[src/design/isa_pkg.sv]
`default_nettype none

package isa_pkg;

   localparam int NUM_REGS  = 32;
   localparam int REG_IDX_W = 5;

   // Opcode in bits 31:27, unknown codes behave as NOP
   typedef enum logic [4:0] {
      NOP      = 5'd0,
      LOAD_IMM = 5'd1,
      LOAD_MEM = 5'd2,
      STORE    = 5'd3,
      ALU      = 5'd4,
      JUMP_NZ  = 5'd5,
      HALT     = 5'd6
   } instr_type_e;

   typedef enum logic [4:0] {
      ADD = 5'd0,
      SUB = 5'd1,
      AND = 5'd2,
      OR  = 5'd3,
      XOR = 5'd4,
      SHL = 5'd5,
      SLT = 5'd6
   } alu_op_e;

   typedef struct packed {
      logic [4:0]           opcode;
      logic [REG_IDX_W-1:0] rd;
      logic [REG_IDX_W-1:0] rs0;
      logic [REG_IDX_W-1:0] rs1;
      logic [4:0]           alu_op;
      logic [6:0]           unused;
   } reg_fmt_t;

   typedef struct packed {
      logic [4:0]           opcode;
      logic [REG_IDX_W-1:0] rd;
      logic [5:0]           pad;
      logic [15:0]          imm16;
   } imm_fmt_t;

   // Same word seen as register or immediate format
   typedef union packed {
      reg_fmt_t reg_fmt;
      imm_fmt_t imm_fmt;
   } instr_word_u;

   typedef enum logic [2:0] {
      FETCH     = 3'd0,
      DECODE    = 3'd1,
      EXECUTE   = 3'd2,
      MEMORY    = 3'd3,
      WRITEBACK = 3'd4
   } stage_e;

endpackage

`default_nettype wire

[src/design/instr_decoder.sv]
`timescale 1ns/1ps
`default_nettype none

module instr_decoder (
   input  wire logic [31:0]                  instr,
   output isa_pkg::instr_type_e              itype,
   output logic [isa_pkg::REG_IDX_W-1:0]     rd,
   output logic [isa_pkg::REG_IDX_W-1:0]     rs0,
   output logic [isa_pkg::REG_IDX_W-1:0]     rs1,
   output logic [31:0]                       imm,
   output isa_pkg::alu_op_e                  alu_op
);

   import isa_pkg::*;

   instr_word_u word;

   assign word = instr;

   always_comb begin
      case (word.reg_fmt.opcode)
         LOAD_IMM, LOAD_MEM, STORE, ALU, JUMP_NZ, HALT: begin
            itype = instr_type_e'(word.reg_fmt.opcode);
         end
         default: begin
            itype = NOP;
         end
      endcase

      // rd sits in the same bits in both formats
      rd = word.reg_fmt.rd;

      if (itype == LOAD_IMM) begin
         // Immediate view, imm16 sign extended
         rs0 = '0;
         rs1 = '0;
         imm = {{16{word.imm_fmt.imm16[15]}}, word.imm_fmt.imm16};
      end else begin
         rs0 = word.reg_fmt.rs0;
         rs1 = word.reg_fmt.rs1;
         imm = '0;
      end

      alu_op = alu_op_e'(word.reg_fmt.alu_op);
   end

endmodule

`default_nettype wire

[config.mk]
export PLATFORM = sky130hd
export DESIGN_NAME = instr_decoder
export DESIGN_NICKNAME = d
export VERILOG_FILES = /design/src/design/isa_pkg.sv /design/src/design/instr_decoder.sv
export SDC_FILE = /design/constraint.sdc
export NUM_CORES = 1
export LEC_CHECK = 0
export ABC_AREA = 1
export ABC_CLOCK_PERIOD_IN_PS = 1400
export BUFFER_PORTS_ARGS = -buffer_cell sky130_fd_sc_hd__buf_2
export CAP_MARGIN = 30
export CORE_AREA = 2 2 46 48
export DETAILED_ROUTE_END_ITERATION = 8
export DIE_AREA = 0 0 48 50
export PLACE_DENSITY = 0.8
export SYNTH_ARGS = -nofsm -noshare
export SYNTH_HDL_FRONTEND = slang
export SYNTH_SLANG_ARGS = --single-unit
[constraint.sdc]
create_clock -name vclk -period 1.4
set_input_delay 0.07 -clock vclk [all_inputs]
set_output_delay 0.07 -clock vclk [all_outputs]
set_load 0.01 [all_outputs]
==> qor.csv <==
stage;metric;value;unit
timing;max_freq;964;MHz
yosys;synth_area_leaders;buf_4 38%, nor2_2 19%, inv_1 19%;
status;outcome;finished clean;
cells_and_area;nFillCells;216;
yosys;syn_avg_cell_area;5.66;sq um
power;power_leakage;0.000620;uW
timing;fin_crit;1.04;ns
min_path;holdCritStartpoint;instr[22];
route;drc_errors;0;
cells_and_area;n_clock_buffer;0;
floorplan;ios;89;
worst_setup_path;critPathArrivalTime;0.97;ns
grt;grt_max_degree;26;
route;drt_iter0_markers;2;
place;io_buffers;77;
yosys;yosys.area.top_type_share;37.9;%
place;globalplace.congestion;0.728;
cells_and_area;final_area;752;sq um
floorplan;fp-row-count;16;
timing;finalMaxSlewViolations;0;
place;place_area;752;sq um
route;viasPerCell;3.48;
min_path;holdPathStages;0;
power;power_density;199;nW/um^2
grt;track_usage;10.2;%
cells_and_area;nFlopsAndLatches;0;
timing;hold_violations;0;
yosys;yosysWarnings;0;
cells_and_area;nets;181;
route;wire_per_inst;7.29;um
worst_setup_path;critical_path_required;1.33;ns
cells_and_area;layout-drive-gt1-share;67.3;%
clocking;hold_buffers;0;
yosys;synth_area;554;sq um
timing;setup_viol;0;
yosys;synth.distinct_cells;11;
power;peakVddDrop;0.0000853;V
cells_and_area;seqCellArea;0;sq um
floorplan;die_x;48;um
route;wl;1270;um
timing;fin_setup_tns;0;ns
yosys;synth_commonest_cells;28 x buf_4, 28 x inv_1, 17 x nor2_2;
route;antenna_left;0;
worst_setup_path;crit_path_top_delay_cell;nor2_2;
cells_and_area;antennaDiodeCount;0;
job;drv_cap;0;
floorplan;die_y;50;um
cells_and_area;syn_to_final_growth;35.7;%
route;vias;606;
grt;antenna_found_initial;0;
worst_setup_path;path_cells;buf_2 > nor2_2 > nand3_4 > nor2_2 > buf_2;
min_path;min_to;rd[0];
place;hpwl;1140;um
floorplan;die_area;2400;sq um
yosys;yosysSeqAreaShare;0;%
timing;final.period_utilization;74.1;%
worst_setup_path;worst_setup_path_start_kind;input port;
grt;grt_pass1_vias;488;
grt;grt_pass1_wl;1970;um
yosys;syn_inst;98;
worst_setup_path;path_max_fanout;17;
min_path;hold_path_class;in -> out;
floorplan;core_area;1900;sq um
route;drtPass1Iterations;2;
clocking;cts_resized;0;
worst_setup_path;slowest_delay;0.34;ns
clocking;post_cts_buffers;0;
timing;rsz0062_at_grt;no;
grt;overflow;0;
timing;whs;0.140;ns
worst_setup_path;worstSetupEndpointType;primary output;
floorplan;initial_core_util;29.1;%
worst_setup_path;critPathKind;in -> out;
yosys;yosysTopAreaCell;buf_4;
report_power, final:
group          switching (uW)  internal [uW]
Combinational            82.1           67.8
Sequential                  0              0
Clock                       0              0
per-stage QoR:
step                      instances  util (%)  power, uW  worst slack, ns
after global placement          174      39.5        149            0.353
after detailed placement        174      39.5        151            0.332
final                           174      39.5        150            0.362
after floorplan                  99         -        108            0.213
after CTS                       174      39.5        151            0.333
after global routing            174      39.5        171            0.141
how the worst max path moves through the flow:
stage	startpoint	to	depth (start not counted)
finish	instr[30]	imm[22]	5
global route	instr[30]	imm[15]	5
CTS	instr[30]	imm[23]	5
detailed placement	instr[30]	imm[23]	5
global placement	instr[30]	imm[17]	5
floorplan	instr[30]	imm[16]	5
layer usage:
| metal | GRT usage [%] | vias to the layer above | share of wire, % |
|---|---|---|---|
| met1 | 12.0 | 240 | 39 |
| met3 | 0.733 | 0 | 9.2 |
| li1 | - | 334 | - |
| met5 | 0 | - | 0 |
| met2 | 19.3 | 32 | 52 |
| met4 | 1.35 | 0 | 0 |
cells by family (layout without fill, tap and decap cells):
family / Yosys count / count (layout) / share of synthesized area, %
other: 1 / 2 / 0.677
AND/OR/NAND/NOR: 37 / 37 / 37.0
buffers and inverters: 60 / 108 / 62.3
layout by cell type (no fill, tap or decap), drive strengths merged:
cell type and instances:
nand2 11, nor2 23, nand3 3, inv 30, buf 78, conb 2
worst max-delay path: cells and delay by family:
family / cells / cell delay (ns)
buffers and inverters: 2 / 0.33
and+or+nand+nor: 3 / 0.57
cell type report:
| type | count | area (sq um) | area share [%] |
|---|---|---|---|
| Timing Repair Buffer | 78 | 393 | 52.2 |
| Inverter | 30 | 113 | 15.0 |
| Multi-Input combinational cell | 39 | 213 | 28.3 |
| Tap cell | 27 | 33.8 | 4.49 |
Note: power is estimated with default switching activity, not from simulation.
