## config.mk

```make
export PLATFORM = sky130hd
export DESIGN_NAME = cpu_core
export DESIGN_NICKNAME = d
export VERILOG_FILES = /design/src/design/isa_pkg.sv /design/src/design/cpu_core.sv
export SDC_FILE = /design/constraint.sdc
export NUM_CORES = 2
export LEC_CHECK = 0
export BUFFER_PORTS_ARGS = -buffer_cell sky130_fd_sc_hd__buf_2
export CAP_MARGIN = 40
export CORE_ASPECT_RATIO = 0.8
export CORE_MARGIN = 2
export CORE_UTILIZATION = 45
export DETAILED_ROUTE_END_ITERATION = 8
export HOLD_SLACK_MARGIN = 0.15
export MAX_ROUTING_LAYER = met4
export SLEW_MARGIN = 20
export SYNTH_ARGS = -nofsm -noshare
export SYNTH_HDL_FRONTEND = slang
export SYNTH_SLANG_ARGS = --single-unit
```

## constraint.sdc

```tcl
create_clock -name clk -period 4.6 [get_ports clk]
set_input_delay 0.23 -clock clk [delete_from_list [all_inputs] [get_ports clk]]
set_output_delay 0.23 -clock clk [all_outputs]
set_load 0.03 [all_outputs]
```

## src/design/isa_pkg.sv

```systemverilog
`default_nettype none

package isa_pkg;

   localparam int NUM_REGS  = 32;
   localparam int REG_IDX_W = 5;

   // Opcode in bits 31:27, unknown codes behave as NOP
   typedef enum logic [4:0] {
      NOP      = 5'd0,
      LOAD_IMM = 5'd1,
      LOAD_MEM = 5'd2,
      STORE    = 5'd3,
      ALU      = 5'd4,
      JUMP_NZ  = 5'd5,
      HALT     = 5'd6
   } instr_type_e;

   typedef enum logic [4:0] {
      ADD = 5'd0,
      SUB = 5'd1,
      AND = 5'd2,
      OR  = 5'd3,
      XOR = 5'd4,
      SHL = 5'd5,
      SLT = 5'd6
   } alu_op_e;

   typedef struct packed {
      logic [4:0]           opcode;
      logic [REG_IDX_W-1:0] rd;
      logic [REG_IDX_W-1:0] rs0;
      logic [REG_IDX_W-1:0] rs1;
      logic [4:0]           alu_op;
      logic [6:0]           unused;
   } reg_fmt_t;

   typedef struct packed {
      logic [4:0]           opcode;
      logic [REG_IDX_W-1:0] rd;
      logic [5:0]           pad;
      logic [15:0]          imm16;
   } imm_fmt_t;

   // Same word seen as register or immediate format
   typedef union packed {
      reg_fmt_t reg_fmt;
      imm_fmt_t imm_fmt;
   } instr_word_u;

   typedef enum logic [2:0] {
      FETCH     = 3'd0,
      DECODE    = 3'd1,
      EXECUTE   = 3'd2,
      MEMORY    = 3'd3,
      WRITEBACK = 3'd4
   } stage_e;

endpackage

`default_nettype wire

```

## src/design/cpu_core.sv

```systemverilog
`timescale 1ns/1ps
`default_nettype none

module cpu_core #(
   parameter  int MEM_DEPTH = 256,
   localparam int ADDR_W    = $clog2(MEM_DEPTH)
) (
   input  wire logic                          clk,
   input  wire logic                          rst,
   input  wire logic                          start,
   output logic                               running,
   output logic                               halted,
   output logic [ADDR_W-1:0]                  fetch_addr,
   output logic [ADDR_W-1:0]                  data_addr,
   output logic [ADDR_W-1:0]                  wr_addr,
   input  wire logic [31:0]                   fetch_data,
   input  wire logic [31:0]                   data_rdata,
   output logic [31:0]                        wr_data,
   output logic                               wr_en,
   output logic [31:0]                        issued,
   input  isa_pkg::instr_type_e               itype,
   input  wire logic [isa_pkg::REG_IDX_W-1:0] rd,
   input  wire logic [isa_pkg::REG_IDX_W-1:0] rs0,
   input  wire logic [isa_pkg::REG_IDX_W-1:0] rs1,
   input  wire logic [31:0]                   imm,
   input  isa_pkg::alu_op_e                   alu_op
);

   import isa_pkg::*;

   stage_e            stage;
   logic [ADDR_W-1:0] pc;
   logic [ADDR_W-1:0] next_pc;
   logic [31:0]       issue_reg;
   logic [31:0]       regs [NUM_REGS];
   logic [31:0]       op_a;
   logic [31:0]       op_b;
   logic [31:0]       alu_out;
   logic [31:0]       alu_res;
   logic [31:0]       wb_data;
   logic              reg_wen;

   // Fetched word is decoded straight from memory during DECODE
   assign issued = (stage == DECODE) ? fetch_data : issue_reg;

   assign fetch_addr = pc;
   assign data_addr  = op_a[ADDR_W-1:0];
   assign wr_addr    = op_b[ADDR_W-1:0];
   assign wr_data    = op_a;
   assign wr_en      = running && (stage == MEMORY) && (itype == STORE);

   always_comb begin
      case (alu_op)
         ADD:     alu_out = op_a + op_b;
         SUB:     alu_out = op_a - op_b;
         AND:     alu_out = op_a & op_b;
         OR:      alu_out = op_a | op_b;
         XOR:     alu_out = op_a ^ op_b;
         SHL:     alu_out = op_a << op_b[4:0];
         SLT:     alu_out = {31'b0, $signed(op_a) < $signed(op_b)};
         default: alu_out = '0;
      endcase
   end

   // Write-back source by instruction type
   always_comb begin
      case (itype)
         LOAD_IMM: wb_data = imm;
         LOAD_MEM: wb_data = data_rdata;
         default:  wb_data = alu_res;
      endcase
   end

   assign reg_wen = running && (stage == WRITEBACK) && (rd != '0) &&
                    (itype == LOAD_IMM || itype == LOAD_MEM || itype == ALU);

   always_comb begin
      if (itype == JUMP_NZ && op_a != '0) begin
         next_pc = op_b[ADDR_W-1:0];
      end else if (32'(pc) == MEM_DEPTH - 1) begin
         next_pc = '0;
      end else begin
         next_pc = pc + 1'b1;
      end
   end

   always_ff @(posedge clk or negedge rst) begin
      if (!rst) begin
         stage     <= FETCH;
         pc        <= '0;
         running   <= 1'b0;
         halted    <= 1'b0;
         issue_reg <= '0;
      end else if (start && !running) begin
         stage   <= FETCH;
         pc      <= '0;
         running <= 1'b1;
         halted  <= 1'b0;
      end else if (running) begin
         case (stage)
            FETCH:   stage <= DECODE;
            DECODE: begin
               stage     <= EXECUTE;
               issue_reg <= fetch_data;
            end
            EXECUTE: stage <= MEMORY;
            MEMORY:  stage <= WRITEBACK;
            WRITEBACK: begin
               stage <= FETCH;
               if (itype == HALT) begin
                  running <= 1'b0;
                  halted  <= 1'b1;
               end else begin
                  pc <= next_pc;
               end
            end
            default: stage <= FETCH;
         endcase
      end
   end

   // Operands, ALU result and register file
   always_ff @(posedge clk) begin
      if (running && stage == DECODE) begin
         op_a <= (rs0 == '0) ? '0 : regs[rs0];
         op_b <= (rs1 == '0) ? '0 : regs[rs1];
      end
      if (running && stage == EXECUTE) begin
         alu_res <= alu_out;
      end
      if (reg_wen) begin
         regs[rd] <= wb_data;
      end
   end

endmodule

`default_nettype wire

```

==> summary.txt <==
Setup path
  • CP startpoint: wr_data[0]
  • Worst EP required: 5.10 ns
  • Reg2Reg Setup Slack: 0.77 ns
  • Critical path arrival: 4.34 ns
  • CP Class: flop to flop
  • Setup crit end kind: flop
  • Origin of the critical flop-to-flop path: wr_data[0]
  • Crit path max fanout: 7
  • Startpoint types: flop

Clocking
  • # clock sinks: 1165
  • Number of buffers created by CTS: 116
  • Setup repair bufs after CTS: 0
  • Clk pin slew, worst setup/hold paths: 0.06 ns
  • Root buf cell: clkbuf_16
  • Post_cts resized: 0
  • CTS tree: done
  • Clock Tree Buf Depth: 3
  • Hold_buf cts: 60
  • Clk Latency, worst-skew pair: 0.77 ns
  • H-tree depth: 3

Placement
  • Placed Cells: 5533
  • Hpwl dp: 128000 um
  • PortBufs: 214
  • RD Place Congestion: 1.00
  • Setup WS pre-CTS: 0.850 ns

Hold path
  • Hold crit path type: input port to flop
  • HP Start: imm[14]

Synthesis
  • Synth unique cells: 87
  • Synthesized area: 59600 um2
  • Syn Inst Count: 3632
  • Seq cells post-synth: 1165
  • Synth warn: 0
  • Most used DFF post-synth: edfxtp_1
  • Mean post-synth cell area: 16.4 um2
  • Seq/Total Area, Yosys: 0.583
  • EDFF count, synth: 1120
  • Post-synth ARST share: 0.0386

Pwr
  • Reg power frac: 0.411
  • Power Density: 485 nW/um2
  • Worst VDD drop: 0.370 mV
  • Net Sw Frac: 0.342
  • Net Sw Power: 0.0114 W
  • Cell Int Power: 0.0219 W
  • Pleak: 23.4 nW
  • Gate power share: 0.294
  • Clock network fraction of design power: 0.295

Final layout
  • Final Instance Count excl. Fillers: 5809
  • Layout Nets: 4184
  • FF+latch area: 34800 um2
  • Biggest register: regs
  • Area Overhead vs Synth: 15.1%
  • Multi-input combinational cell area: 23600 um2
  • Fraction of layout cells with a size suffix above 1: 0.320
  • Fillcell total: 10600
  • Largest register FFs: 1024

Timing
  • Minimum clock period: 3.83 ns
  • Unrepaired setup endpoints after global routing: no
  • Worst Skew: 0.0437 ns
  • Final worst slack: 0.766 ns
  • Max-slew violation total from the final report: 0
  • Finish-stage setup viols: 0
  • Fin crit share: 0.834
  • Setup tns final: 0 ns
  • Least-Margin Pin Slew: 1.01 ns
  • Max Fclk: 0.261 GHz
  • Slew HR: 0.324
  • Final hold violations: 0

Drt
  • TritonRoute pass-1 iters: 6
  • Top Layer Used: met4
  • Final wirelength: 197000 um
  • Wire per inst: 33.9 um
  • Metal2 WL: 90000 um
  • Vias per cell: 6.59
  • Vias: 38300
  • DRC: 0
  • ANT nets after route: 0
  • Met3 Wirelength: 18800 um
  • Initial drt markers: 5529
  • Post-Route M1 WL: 82600 um

Global route
  • GR Overflow Total: 0
  • Initial antenna violation count: 7
  • Largest net degree at the start of global routing: 82
  • Tot GR Track Use: 0.299
  • First-pass GRT wire length: 278000 um
  • Vias in the first global route: 37000

Floorplanning
  • Die Height: 329 um
  • Ports: 215
  • Die area: 135000 um2
  • Initial core utilization: 0.453
  • Core area: 131000 um2
  • Chip width: 411 um
  • # rows: 119

Outcome
  • Status: finished, final reports clean

Run
  • Max-cap violations: 0
## layout make-up
| type | instances | share of cell area |
|---|---|---|
| clock inverter | 76 | 0.0130 |
| multi-input combinational | 2106 | 0.344 |
| antenna | 1 | 0.0000365 |
| sequential | 1165 | 0.507 |
| inverter | 106 | 0.00580 |
| tap | 1754 | 0.0320 |
| clock buffer | 137 | 0.0435 |
| timing repair buffer | 464 | 0.0545 |
## synthesized netlist by cell type, types with 33 or more instances
library cell  number  area, um2
nor2_1           197        739
nor3_1            42        210
o221ai_1          33        289
nand2_1          175        657
mux2i_1          177       1770
inv_1            103        387
buf_2             55        275
dfrtp_1           45       1130
a22oi_1           40        300
ha_1              99       1240
mux4_2           547      12300
buf_1             37        139
a21oi_1          137        686
mux2_2           113       1270
o21ai_0           84        420
clkbuf_1         170        638
edfxtp_1        1120      33600
o211ai_1          34        255
o22ai_1           34        213
## placed cells by master, fill, tap and decap left out, types with 16 or more instances in the layout
cell type	instances
a21oi_1	137
inv_1	103
xnor2_1	20
o221ai_1	33
clkinv_1	27
mux2i_1	177
buf_2	208
o22ai_1	34
ha_1	99
conb_1	32
a222oi_1	17
a211oi_1	29
o211ai_1	34
nor2_1	166
mux4_2	547
dfrtp_1	45
bufinv_16	16
a221oi_1	29
nor4_1	18
edfxtp_1	1120
nand3_1	18
nand2b_1	20
buf_8	27
buf_12	27
mux2_2	113
o21ai_0	84
clkbuf_16	116
nand2_1	174
nor3_1	41
dlygate4sd3_1	60
a22oi_1	40
buf_4	135
nor2_4	31
clkbuf_1	21
clkinv_2	22
## metrics by stage
stage,hold WS [ns],cell area [um2],util,total power [W]
after floorplan,-0.0656,59700,-,0.0199
after global placement,0.377,63500,0.483,0.0232
after CTS,0.153,68500,0.521,0.0331
after global routing,0.162,68600,0.521,0.0344
final,0.178,68600,0.521,0.0332
after detailed placement,0.375,64100,0.487,0.0234
## critical path, cell delays in order (launching register included)
cell	delay, ns
edfxtp_1	0.50
ha_1	0.29
inv_1	0.08
fa_1	0.40
and3b_1	0.25
o21ai_0	0.22
a211oi_1	0.39
o21ai_1	0.18
o41ai_1	0.58
a21oi_1	0.12
a211oi_1	0.26
mux2i_1	0.22
o21ai_1	0.08
## worst paths after layout
check / end / depth (start not counted)
max: alu_res[28] / 12
min reg2reg: issue_reg[11] / 1
min in group asynchronous: fetch_addr[3] / 4
max in group asynchronous: issue_reg[21] / 4
min: regs[5][14] / 3
max reg2reg: alu_res[28] / 12
## routing by layer
metal / track usage / vias to the layer above
li1: - / 15600
met5: - / -
met1: 0.430 / 20300
met2: 0.443 / 2066
met4: 0.0768 / 0
met3: 0.0523 / 300
## power by group through the flow
stage	clock, W	combinational, W	sequential, W
2_1_floorplan	0	0.00608	0.0138
3_3_place_gp	0	0.00928	0.0139
3_5_place_dp	0	0.00950	0.0139
4_1_cts	0.00991	0.00957	0.0136
5_1_grt	0.0103	0.0104	0.0137
6_report	0.00979	0.00977	0.0137
## logic make-up after synthesis
logic type,synth area share
xor+xnor,0.00338
buf+inv,0.0276
fa+ha+maj,0.0215
simple gates,0.0419
other cells,0.0000629
flops,0.583
compound gates,0.0645
mux,0.258
Power figures use the tool's default switching activity.
