<file path="config.mk">
export PLATFORM = sky130hd
export DESIGN_NAME = axil_host_port
export DESIGN_NICKNAME = d
export VERILOG_FILES = /design/src/design/bus_pkg.sv /design/src/design/axil_host_port.sv
export SDC_FILE = /design/constraint.sdc
export NUM_CORES = 1
export LEC_CHECK = 0
export BUFFER_PORTS_ARGS = -buffer_cell sky130_fd_sc_hd__buf_2
export CORE_MARGIN = 2
export CORE_UTILIZATION = 34
export DETAILED_ROUTE_END_ITERATION = 10
export HOLD_SLACK_MARGIN = 0.15
export PLACE_DENSITY = 0.77
export SYNTH_ARGS = -nofsm -noshare
export SYNTH_HDL_FRONTEND = slang
export SYNTH_SLANG_ARGS = --single-unit
</file>
<file path="constraint.sdc">
create_clock -name clk -period 1.1 [get_ports clk]
set_input_delay 0.22 -clock clk [delete_from_list [all_inputs] [get_ports clk]]
set_output_delay 0.22 -clock clk [all_outputs]
set_load 0.005 [all_outputs]
</file>
<file path="src/design/bus_pkg.sv">
`default_nettype none

package bus_pkg;

   localparam int AXI_ADDR_W = 12;

   typedef enum logic [1:0] {
      OKAY   = 2'b00,
      SLVERR = 2'b10
   } axi_resp_e;

   // Host register map, byte offsets
   localparam logic [AXI_ADDR_W-1:0] CTRL_OFFSET   = 12'h000;
   localparam logic [AXI_ADDR_W-1:0] STATUS_OFFSET = 12'h004;

   // Word i of main memory sits at MEM_BASE + 4*i
   localparam logic [AXI_ADDR_W-1:0] MEM_BASE      = 12'h400;

endpackage

`default_nettype wire

</file>
<file path="src/design/axil_host_port.sv">
`timescale 1ns/1ps
`default_nettype none

module axil_host_port #(
   parameter  int MEM_DEPTH = 256,
   localparam int ADDR_W    = $clog2(MEM_DEPTH)
) (
   input  wire logic                           clk,
   input  wire logic                           rst,
   input  wire logic [bus_pkg::AXI_ADDR_W-1:0] awaddr,
   input  wire logic                           awvalid,
   output logic                                awready,
   input  wire logic [31:0]                    wdata,
   input  wire logic [3:0]                     wstrb,
   input  wire logic                           wvalid,
   output logic                                wready,
   output bus_pkg::axi_resp_e                  bresp,
   output logic                                bvalid,
   input  wire logic                           bready,
   input  wire logic [bus_pkg::AXI_ADDR_W-1:0] araddr,
   input  wire logic                           arvalid,
   output logic                                arready,
   output logic [31:0]                         rdata,
   output bus_pkg::axi_resp_e                  rresp,
   output logic                                rvalid,
   input  wire logic                           rready,
   output logic                                start,
   input  wire logic                           running,
   input  wire logic                           halted,
   output logic [ADDR_W-1:0]                   mem_raddr,
   input  wire logic [31:0]                    mem_rdata,
   output logic [ADDR_W-1:0]                   mem_waddr,
   output logic [31:0]                         mem_wdata,
   output logic                                mem_wen
);

   import bus_pkg::*;

   logic rd_pend;

   function automatic logic in_window(input logic [AXI_ADDR_W-1:0] a);
      logic [31:0] lin;
      lin = 32'(a);
      return (lin >= 32'(MEM_BASE)) && (lin < 32'(MEM_BASE) + 32'(MEM_DEPTH) * 32'd4);
   endfunction

   function automatic logic [ADDR_W-1:0] mem_index(input logic [AXI_ADDR_W-1:0] a);
      logic [31:0] off;
      off = 32'(a) - 32'(MEM_BASE);
      return off[ADDR_W+1:2];
   endfunction

   assign mem_raddr = mem_index(araddr);
   assign mem_waddr = mem_index(awaddr);
   assign mem_wdata = wdata;
   // Full-word writes only, and never while the core owns memory
   assign mem_wen   = awready && in_window(awaddr) && !running && (wstrb == 4'hf);

   // Write channel
   always_ff @(posedge clk or negedge rst) begin
      if (!rst) begin
         awready <= 1'b0;
         wready  <= 1'b0;
         bvalid  <= 1'b0;
         bresp   <= OKAY;
         start   <= 1'b0;
      end else begin
         awready <= awvalid && wvalid && !awready && !bvalid;
         wready  <= awvalid && wvalid && !awready && !bvalid;
         start   <= awready && (awaddr == CTRL_OFFSET) && wdata[0];
         if (awready) begin
            bvalid <= 1'b1;
            // Status is read-only
            if (awaddr == CTRL_OFFSET || mem_wen) begin
               bresp <= OKAY;
            end else begin
               bresp <= SLVERR;
            end
         end else if (bvalid && bready) begin
            bvalid <= 1'b0;
         end
      end
   end

   // Read channel, memory reads wait one extra cycle for the array
   always_ff @(posedge clk or negedge rst) begin
      if (!rst) begin
         arready <= 1'b0;
         rvalid  <= 1'b0;
         rd_pend <= 1'b0;
         rdata   <= '0;
         rresp   <= OKAY;
      end else begin
         arready <= arvalid && !arready && !rvalid && !rd_pend;
         if (arready) begin
            if (in_window(araddr) && !running) begin
               rd_pend <= 1'b1;
            end else begin
               rvalid <= 1'b1;
               rdata  <= '0;
               rresp  <= SLVERR;
               if (araddr == STATUS_OFFSET) begin
                  rdata <= {30'b0, halted, running};
                  rresp <= OKAY;
               end else if (araddr == CTRL_OFFSET) begin
                  rresp <= OKAY;
               end
            end
         end else if (rd_pend) begin
            rd_pend <= 1'b0;
            rvalid  <= 1'b1;
            rdata   <= mem_rdata;
            rresp   <= OKAY;
         end else if (rvalid && rready) begin
            rvalid <= 1'b0;
         end
      end
   end

endmodule

`default_nettype wire

</file>
==> results of run 1 <==
==> cell usage in the layout (no fill, tap or decap), drive strengths merged <==
master,count
a211oi,3
a21boi,1
a21oi,3
a22o,1
and2,3
and3,3
and4,1
buf,150
clkbuf,9
clkinvlp,2
conb,2
dfrtp,40
dlygate4sd3,29
inv,4
nand2,62
nand2b,1
nand3,1
nand4,3
nand4bb,1
nor2,4
nor2b,1
nor3,1
nor4,5
nor4b,1
o21a,1
o21ai,33
o2bb2ai,2
or3b,1
==> final cells by class <==
class | count | area (µm²) | area share, %
clock inverters | 2 | 15.0 | 0.446
well taps | 75 | 93.8 | 2.79
repair buffers | 182 | 1240 | 37.0
inverters | 4 | 15.0 | 0.446
multi-input cells | 134 | 910 | 27.0
clock buffers | 6 | 82.6 | 2.45
flip-flops and latches | 40 | 1000 | 29.9
==> path summary, 6_finish.rpt <==
check	startpoint	end	slack (ps)	cells after the start
hold / removal	mem_rdata[9]	rdata[9]$_DFFE_PN0P_	160	3
min in group asynchronous	rst	rdata[26]$_DFFE_PN0P_	430	3
max in group asynchronous	rst	arready$_DFF_PN0_	460	3
setup / recovery	wready$_DFF_PN0_	mem_wen	-140	3
setup reg to reg	arready$_DFF_PN0_	rdata[18]$_DFFE_PN0P_	-120	6
hold reg to reg	rdata[7]$_DFFE_PN0P_	rdata[7]$_DFFE_PN0P_	540	2
==> flip-flops by register name, indices dropped and copies added (netlist names) <==
register,flops
rdata,32
wready,1
rvalid,1
start,1
bvalid,1
arready,1
rresp,1
bresp,1
rd_pend,1
==> metal layers <==
| layer | up-vias | share of wire [%] |
|---|---|---|
| li1 | 990 | - |
| met1 | 991 | 38 |
| met2 | 114 | 54 |
| met3 | 10 | 6.8 |
| met4 | 0 | 1.7 |
| met5 | - | 0 |
==> power by group <==
part           switching [mW]  total (mW)  internal, mW
Sequential              0.173        1.92          1.75
Combinational           0.849        1.77         0.924
Clock                   0.525        1.03         0.508
Total                    1.55        4.73          3.18
==> kinds of logic (layout without fill, tap and decap cells) <==
logic type             count (synthesis)  after routing  synth area share, %
DFF                                   40             40                 47.2
other                                  1              2                0.177
AOI/OAI and AO/OA                     44             44                 12.2
buffers and inverters                 67            194                 22.3
and+or+nand+nor                       86             88                 18.2
==> worst min-delay path, delay by kind of cell <==
| kind | cells | cell delay [ps] |
|---|---|---|
| AOI/OAI and AO/OA | 1 | 60 |
| buffers and inverters | 1 | 90 |
| and+or+nand+nor | 1 | 40 |
==> timing repair <==
action / CTS / global route
cloned: 3 / 3
gates resized for setup: 14 / 63
pin swaps: 5 / 25
endpoints found under the setup margin: 38 / 41
hold endpoints to repair: 67 / 1
buffers inserted: 4 / 6
hold buffers: 28 / 1
==> metrics by stage <==
stage          setup TNS, ps  hold WS [ps]  area, µm²  setup WS [ps]  std cells
6_report               -2590           156       3360           -144        443
5_1_grt                -4100           153       3360           -218        443
4_1_cts                -1930           150       3050           -173        434
3_5_place_dp           -7640           209       2530           -256        391
3_3_place_gp           -5910           204       2530           -177        391
2_1_floorplan          -2800         -75.6       2130          -94.5        239
==> impl_metrics.json, run 1 <==
{
  "status": "complete, but fails checks",
  "failed_checks": "negative setup slack",
  "clkLatencyLatePin_ps": 290,
  "finalPower_mw": 4.73,
  "syn_area_mm2": 0.00212,
  "drc": 0,
  "layout-drive-gt1-share_pct": 59.2,
  "cts_tree": "yes",
  "grt_max_degree": 41,
  "fin_ws_ps": -144,
  "clkSinkCount": 40,
  "start_util_pct": 35.4,
  "critPathKind": "register to output port",
  "first_pass_iters": 4,
  "die_h_um": 83,
  "clockRootBuffer": "clkbuf_8",
  "min_period_ps": 1240,
  "synth_top_flop_cell": "dfrtp_1",
  "ys_async_sr_fraction_pct": 100,
  "yosys_warnings": 0,
  "via_per_inst": 4.75,
  "seq_area_frac_synth_pct": 47.2,
  "fin_skew_ps": 5.59,
  "critPathBufInv": 1,
  "clk_pin_slew_ps": 80,
  "synth_top_cell_by_area": "dfrtp_1",
  "port_buffers": 127,
  "rsz0062_at_grt": "yes",
  "cp_slowest_cell": "dfrtp_2",
  "drv_cap": 0,
  "hold_path_class": "input pin to register",
  "synth_edf_count": 0,
  "grt_pass1_vias": 2057,
  "power.density_mw_per_mm2": 1410,
  "htreeDepth": 2,
  "worstPathMaxFanout": 2,
  "critPathCaptureType": "output port",
  "critical_path_required_ps": 880,
  "gp_congestion": 0.773,
  "cts-buffers-inserted": 5,
  "core_mm2": 0.00599,
  "dp_hpwl_um": 4100,
  "setup_viol_count_final": 29,
  "ir_drop_v": 0.000755,
  "use_met2_pct": 32.6,
  "routedWlPerCell_um": 15.6,
  "slowest_delay_ps": 380,
  "grt_pass1_wl_um": 9870,
  "critical_path.top_delay_family": "flip-flops",
  "critPathLaunchType": "register",
  "synthTopCellsByArea": "dfrtp_1 (47%), buf_4 (18%), nand2_1 (11%)",
  "synthCells": 238,
  "leakage_nw": 1.81,
  "synthDistinctLibCells": 29,
  "post-route-period-util_pct": 113,
  "grt.busiest_layer": "met2",
  "die-area_mm2": 0.00689,
  "ant_nets": 0,
  "hold_viol": 0,
  "clk_path_buf_depth": 2,
  "yosysMostFrequentCell": "nand2_1",
  "met1_usage_pct": 19.7,
  "drtIter0Drc": 76,
  "ys_ff_latch": 40,
  "rows": 28,
  "synth_common_cells": "nand2_1 (62), buf_4 (51), dfrtp_1 (40), o21ai_1 (26), clkbuf_1 (8)",
  "layout.nets": 468,
  "path_cells": "nand4bb_1 > nor2_1 > buf_2",
  "grt_antenna_before_repair": 0,
  "max_freq_ghz": 0.804,
  "die_w_um": 83,
  "use_met3_pct": 5.37,
  "grtUsageTotal_pct": 17.9,
  "diodes": 0,
  "crit_arrival_ps": 1020,
  "grt-ovfl-total": 0,
  "final.fill_count": 524,
  "synth_top_area_share_pct": 47.2,
  "num_vias": 2105,
  "ios": 192,
  "wl_um": 6900,
  "final_max_slew_viol_count": 0,
  "area_growth_pct": 58.5,
  "final_util_pct": 56.2,
  "syn_avg_cell_area_um2": 8.92
}
No activity file was read; power rests on OpenSTA's default activity.
==> run 2: changes to the inputs <==
--- a/config.mk
+++ b/config.mk
@@ -6,11 +6,12 @@
 export NUM_CORES = 1
 export LEC_CHECK = 0
 export BUFFER_PORTS_ARGS = -buffer_cell sky130_fd_sc_hd__buf_2
-export CORE_MARGIN = 2
-export CORE_UTILIZATION = 34
+export CORE_MARGIN = 3
+export CORE_UTILIZATION = 40
 export DETAILED_ROUTE_END_ITERATION = 10
 export HOLD_SLACK_MARGIN = 0.15
-export PLACE_DENSITY = 0.77
+export PLACE_DENSITY = 0.85
+export SETUP_SLACK_MARGIN = 0.2
 export SYNTH_ARGS = -nofsm -noshare
 export SYNTH_HDL_FRONTEND = slang
 export SYNTH_SLANG_ARGS = --single-unit
==> constraint.sdc (replaced) <==
create_clock -name clk -period 1.59 [get_ports clk]
set_input_delay 0.318 -clock clk [delete_from_list [all_inputs] [get_ports clk]]
set_output_delay 0.318 -clock clk [all_outputs]
set_load 0.005 [all_outputs]
==> run 2 against run 1 <==
Effect of this change:
- the run now ends clean
- combinational power fell by 55%
- clock power fell by 35%
- via count fell by 14%
- die area fell by 9.8%
- clock-buffer cell count rose by 2
- clock skew barely moved
- critical path type unchanged
==> impl_metrics.json, run 2 (same netlist as run 1, synthesis figures left out) <==
{
  "layout.nets": 421,
  "grt_pass1_vias": 1723,
  "r2r_start": "arready$_DFF_PN0_",
  "critPathLaunchType": "register",
  "rsz0062_at_grt": "yes",
  "wl_um": 5110,
  "gp_congestion": 0.836,
  "port_buffers": 127,
  "top_register": "rdata",
  "final.fill_count": 463,
  "clkSinkCount": 40,
  "start_util_pct": 43.2,
  "critPathKind": "register to output port",
  "power.density_mw_per_mm2": 1090,
  "rows": 25,
  "grtUsageTotal_pct": 16.4,
  "hold_path_class": "input pin to register",
  "grt_pass1_wl_um": 8050,
  "cts_tree": "yes",
  "first_pass_iters": 4,
  "fin_setup_tns_ps": 0,
  "ant_nets": 0,
  "post-route-period-util_pct": 83.5,
  "largest_reg_flops": 32,
  "reg2reg_slack_ps": 330,
  "critPathCaptureType": "output port",
  "hold_depth": 2,
  "wl_met3_um": 469,
  "max_freq_ghz": 0.753,
  "top_layer": "met4",
  "drc": 0,
  "ios": 192,
  "final_max_slew_viol_count": 0,
  "die_w_um": 78.8,
  "path_cells": "nand4bb_1 > nor2_1 > buf_2",
  "leakage_nw": 1.39,
  "setup_viol_count_final": 0,
  "critPathBufInv": 1,
  "drtIter0Drc": 52,
  "clkLatencyLatePin_ps": 280,
  "layout_commonest_cell": "buf_2",
  "hold_viol": 0,
  "clk_path_buf_depth": 2,
  "die_h_um": 78.8,
  "diodes": 0,
  "hold_start": "bready",
  "area_growth_pct": 21.8,
  "final_cell_mix": "buf_2 (127), nand2_1 (62), dfrtp_1 (39), o21ai_1 (26), buf_4 (7)",
  "grt-ovfl-total": 0,
  "grt_antenna_before_repair": 0,
  "grt_max_degree": 31,
  "crit_arrival_ps": 1010,
  "wl_met2_um": 2550,
  "r2r_cells": 5,
  "dp_hpwl_um": 4040,
  "critical_path_required_ps": 1270,
  "layout-drive-gt1-share_pct": 46.4,
  "htreeDepth": 2,
  "status": "complete, no violations",
  "ir_drop_v": 0.000396,
  "clockRootBuffer": "clkbuf_8",
  "hold-path-endpoint": "bvalid$_DFFE_PN0P_",
  "die-area_mm2": 0.00621,
  "slowest_delay_ps": 370,
  "worstPathMaxFanout": 2,
  "routedWlPerCell_um": 13.2,
  "met1_length_um": 2020,
  "whs_ps": 207,
  "cp_slowest_cell": "dfrtp_1",
  "drv_cap": 0,
  "via_per_inst": 4.69,
  "clk_pin_slew_ps": 70,
  "fin_skew_ps": 5.14,
  "core_mm2": 0.00491,
  "num_vias": 1819,
  "cts-buffers-inserted": 5,
  "critical_path.top_delay_family": "flip-flops",
  "min_period_ps": 1330,
  "r2r_end": "rdata[0]$_DFFE_PN0P_"
}
==> run 2: changes by cell type in the layout (fill, tap and decap cells not counted), moves of 3 or more <==
| cell | change |
|---|---|
| dlygate4sd3_1 | -28 |
| nand2_1 | +27 |
| nand2_4 | -15 |
| nand2_2 | -12 |
| o21ai_1 | +12 |
| o21ai_2 | -12 |
| buf_4 | -7 |
| buf_6 | -6 |
| a211oi_1 | +3 |
| a211oi_2 | -3 |
| clkbuf_16 | -3 |
==> run 2: routing by layer <==
layer	GRT usage (%)	up-vias
met5	0	-
met4	4.81	0
met3	5.44	14
met2	28.3	83
met1	19.3	827
li1	-	895
==> run 2: final cells by class <==
type	count	area, µm²	share of cell area (%)
Clock buffer	8	90.1	3.49
Inverter	4	15.0	0.581
Multi-Input combinational cell	132	654	25.3
Sequential cell	40	1000	38.8
Tap cell	67	83.8	3.24
Timing Repair Buffer	137	738	28.6
==> run 2: worst max-delay path by stage <==
stage                            startpoint               endpoint  slack [ps]  depth (start not counted)
after floorplan                  araddr[11]  rdata[10]$_DFFE_PN0P_         280                          5
after global placement           araddr[11]  rdata[20]$_DFFE_PN0P_         130                          4
after detailed placement         araddr[11]  rdata[26]$_DFFE_PN0P_          50                          4
after CTS                 arready$_DFF_PN0_                arready         200                          2
after global routing       wready$_DFF_PN0_                mem_wen         150                          3
final                      wready$_DFF_PN0_                mem_wen         260                          3
==> run 2: metrics by stage <==
step	setup WS, ps	cell area (µm²)	instances	util, %	power [mW]
finish	262	2580	388	52.6	2.80
global route	152	2580	388	52.6	3.01
CTS	197	2560	386	52.1	2.81
detailed placement	52.9	2450	376	49.8	2.12
global placement	129	2450	376	49.8	2.09
floorplan	284	2130	239	-	1.82
==> run 2: worst register-to-register path, stage by stage (launching register included) <==
cell and delay (ps):
dfrtp_2 420, buf_12 140, nand2b_1 150, buf_4 200, o2bb2ai_1 160, a21oi_1 80
==> run 2: power by group <==
group / internal [mW] / leakage (nW) / switching, mW / total, mW
registers: 1.21 / 0.533 / 0.118 / 1.33
logic: 0.400 / 0.807 / 0.406 / 0.805
clock network: 0.354 / 0.0455 / 0.318 / 0.672
==> run 2: repair_timing <==
item | in CTS | in global routing
resized for setup | 1 | 0
hold endpoints to repair | 19 | 0
setup buffers | 1 | 2
endpoints found under the setup margin | 2 | 2
hold buffers | 1 | 0
==> run 3: changes to the inputs <==
--- a/config.mk
+++ b/config.mk
@@ -5,12 +5,13 @@
 export SDC_FILE = /design/constraint.sdc
 export NUM_CORES = 1
 export LEC_CHECK = 0
+export ABC_AREA = 1
 export BUFFER_PORTS_ARGS = -buffer_cell sky130_fd_sc_hd__buf_2
 export CORE_MARGIN = 3
-export CORE_UTILIZATION = 40
+export CORE_UTILIZATION = 34
 export DETAILED_ROUTE_END_ITERATION = 10
 export HOLD_SLACK_MARGIN = 0.15
-export PLACE_DENSITY = 0.85
+export PLACE_DENSITY = 0.76
 export SETUP_SLACK_MARGIN = 0.2
 export SYNTH_ARGS = -nofsm -noshare
 export SYNTH_HDL_FRONTEND = slang
==> constraint.sdc (replaced) <==
create_clock -name clk -period 1.2 [get_ports clk]
set_input_delay 0.24 -clock clk [delete_from_list [all_inputs] [get_ports clk]]
set_output_delay 0.24 -clock clk [all_outputs]
set_load 0.005 [all_outputs]
==> run 3 against run 2 <==
Effect of this change:
- the flow now finishes with violations (negative setup slack)
- non-clock buffer count increased by 63
- via count rose by 17%
- largest power group is now combinational cells
- wire length increased by 33%
- total power up 68%
- critical endpoint unchanged
- worst setup slack lost 300 ps
- clock power is 36% higher
- final cell count grew 26%
==> impl_metrics.json, run 3 <==
{
  "fin_ws_ps": -34.0,
  "final_cell_mix": "buf_2 (127), nand2_1 (62), buf_4 (45), dfrtp_1 (39), nand2_2 (28)",
  "diodes": 0,
  "critPathCaptureType": "output port",
  "synth_edf_count": 0,
  "grt_pass1_wl_um": 10100,
  "top_register": "rdata",
  "largest_reg_flops": 32,
  "critical_path_required_ps": 960,
  "failed_checks": "negative setup slack",
  "yosys_warnings": 0,
  "ys_async_sr_fraction_pct": 100,
  "hold_path_class": "input pin to register",
  "cts_tree": "yes",
  "die_w_um": 86.6,
  "wl_um": 6820,
  "ir_drop_v": 0.000830,
  "clkLatencyLatePin_ps": 280,
  "post-route-period-util_pct": 103,
  "critPathKind": "register to output port",
  "drv_cap": 0,
  "setup_viol_count_final": 5,
  "final_cells": 489,
  "layout-drive-gt1-share_pct": 61.1,
  "place_area_mm2": 0.00253,
  "syn_area_mm2": 0.00221,
  "synth_top_cell_by_area": "dfrtp_1",
  "via_per_inst": 4.36,
  "gp_congestion": 0.824,
  "area_growth_pct": 61.6,
  "num_vias": 2132,
  "grt-ovfl-total": 0,
  "grt_pass1_vias": 2210,
  "seq_area_frac_synth_pct": 45.4,
  "routedWlPerCell_um": 13.9,
  "first_pass_iters": 4,
  "worstPathMaxFanout": 2,
  "synthTopCellsByArea": "dfrtp_1 (45%), buf_4 (17%), nand2_1 (14%)",
  "rsz0062_at_grt": "yes",
  "die-area_mm2": 0.00749,
  "start_util_pct": 36.2,
  "grtUsageTotal_pct": 17.1,
  "clk_pin_slew_ps": 80,
  "power.density_mw_per_mm2": 1320,
  "drc": 0,
  "reg2reg_slack_ps": 0,
  "htreeDepth": 2,
  "grt_antenna_before_repair": 0,
  "drtIter0Drc": 28,
  "dp_slack_ps": -29.4,
  "synth_top_area_share_pct": 45.4,
  "port_buffers": 127,
  "max_freq_ghz": 0.810,
  "yosysMostFrequentCell": "nand2_1",
  "syn_avg_cell_area_um2": 8.52,
  "die_h_um": 86.6,
  "min_period_ps": 1230,
  "layout.nets": 514,
  "final_max_slew_viol_count": 0,
  "fin_setup_tns_ps": -39.7,
  "clkSinkCount": 40,
  "fin_skew_ps": 2.75,
  "clk_path_buf_depth": 2,
  "synth_top_flop_cell": "dfrtp_1",
  "whs_ps": 161,
  "ant_nets": 0,
  "r2r_start": "arready$_DFF_PN0_",
  "grt_max_degree": 28,
  "hold-path-endpoint": "rdata[15]$_DFFE_PN0P_",
  "critPathLaunchType": "register",
  "hold_start": "mem_rdata[15]",
  "leakage_nw": 2.08,
  "final_util_pct": 58.5,
  "core_mm2": 0.00610,
  "synthCells": 259,
  "synth_common_cells": "nand2_1 (80), buf_4 (51), dfrtp_1 (40), nand2_2 (30), nor2_1 (19)",
  "cts-buffers-inserted": 5,
  "ys_ff_latch": 40,
  "status": "complete, but fails checks",
  "synthDistinctLibCells": 20,
  "crit_arrival_ps": 990,
  "dp_hpwl_um": 4000,
  "r2r_cells": 7,
  "hold_depth": 3,
  "rows": 28,
  "final_cell_area_mm2": 0.00357,
  "dp_cells": 408,
  "finalPower_mw": 4.72,
  "ios": 192,
  "layout_commonest_cell": "buf_2",
  "r2r_end": "rdata[11]$_DFFE_PN0P_",
  "clockRootBuffer": "clkbuf_8",
  "hold_viol": 0
}
## run 3: changes by cell type in the layout (fill, tap and decap cells not counted), moves of 5 or more
cell	change
o21ai_1	-26
buf_4	+38
nor2_1	+13
nor4_1	-5
dlygate4sd3_1	+18
nand2_2	+28
nand2_4	+21
## run 3: cell families (layout without fill, tap and decap cells)
group	count (synthesis)	count (layout)	synth area share [%]
AO/OA/AOI/OAI	8	8	1.87
AND/OR/NAND/NOR	141	141	29.5
buffers and inverters	69	223	23.1
flip-flops	40	40	45.4
other	1	2	0.170
## run 3: critical path, cell delays in order, from the launching register on
cell     delay [ps]
dfrtp_1         380
nand3_1         100
nor3_2          110
buf_2           130
## run 3: timing repair
| action | in CTS | in global routing |
|---|---|---|
| hold buffers | 19 | 0 |
| endpoints found under the hold margin | 41 | 0 |
| gates resized for setup | 22 | 47 |
| setup buffers | 33 | 15 |
| pin swaps | 24 | 14 |
| endpoints found under the setup margin | 73 | 75 |
| cloned | 6 | 0 |
## run 3: routing by layer
metal  GRT usage [%]  up-vias  share of wire [%]
met3            4.37       22                7.1
li1                -     1042                  -
met1            19.5      989                 37
met5               0        -                  0
met2            30.7       79                 55
met4            6.52        0                1.5
## run 3: worst max path at each step
stage,start,to,slack [ps],cells after the start
after CTS,wready$_DFF_PN0_,mem_wen,-70,3
after global placement,running,rresp[1]$_DFFE_PN0P_,30,8
after detailed placement,running,rresp[1]$_DFFE_PN0P_,-30,8
after floorplan,arready$_DFF_PN0_,rdata[10]$_DFFE_PN0P_,150,7
final,wready$_DFF_PN0_,mem_wen,-30,3
after global routing,wready$_DFF_PN0_,mem_wen,-100,3
## run 3: cell type report
| class | count | area (µm²) |
|---|---|---|
| Fill cell | 574 | 2530 |
| Sequential cell | 40 | 1000 |
| Inverter | 12 | 68.8 |
| Timing Repair Buffer | 200 | 1360 |
| Multi-Input combinational cell | 151 | 888 |
| Tap cell | 75 | 93.8 |
| Clock buffer | 8 | 90.1 |
| Timing Repair inverter | 3 | 66.3 |
## run 3: report_power, final
part	switching [mW]	internal (mW)	leakage (nW)
logic	0.999	1.08	1.51
clock network	0.448	0.469	0.0455
registers	0.145	1.58	0.533
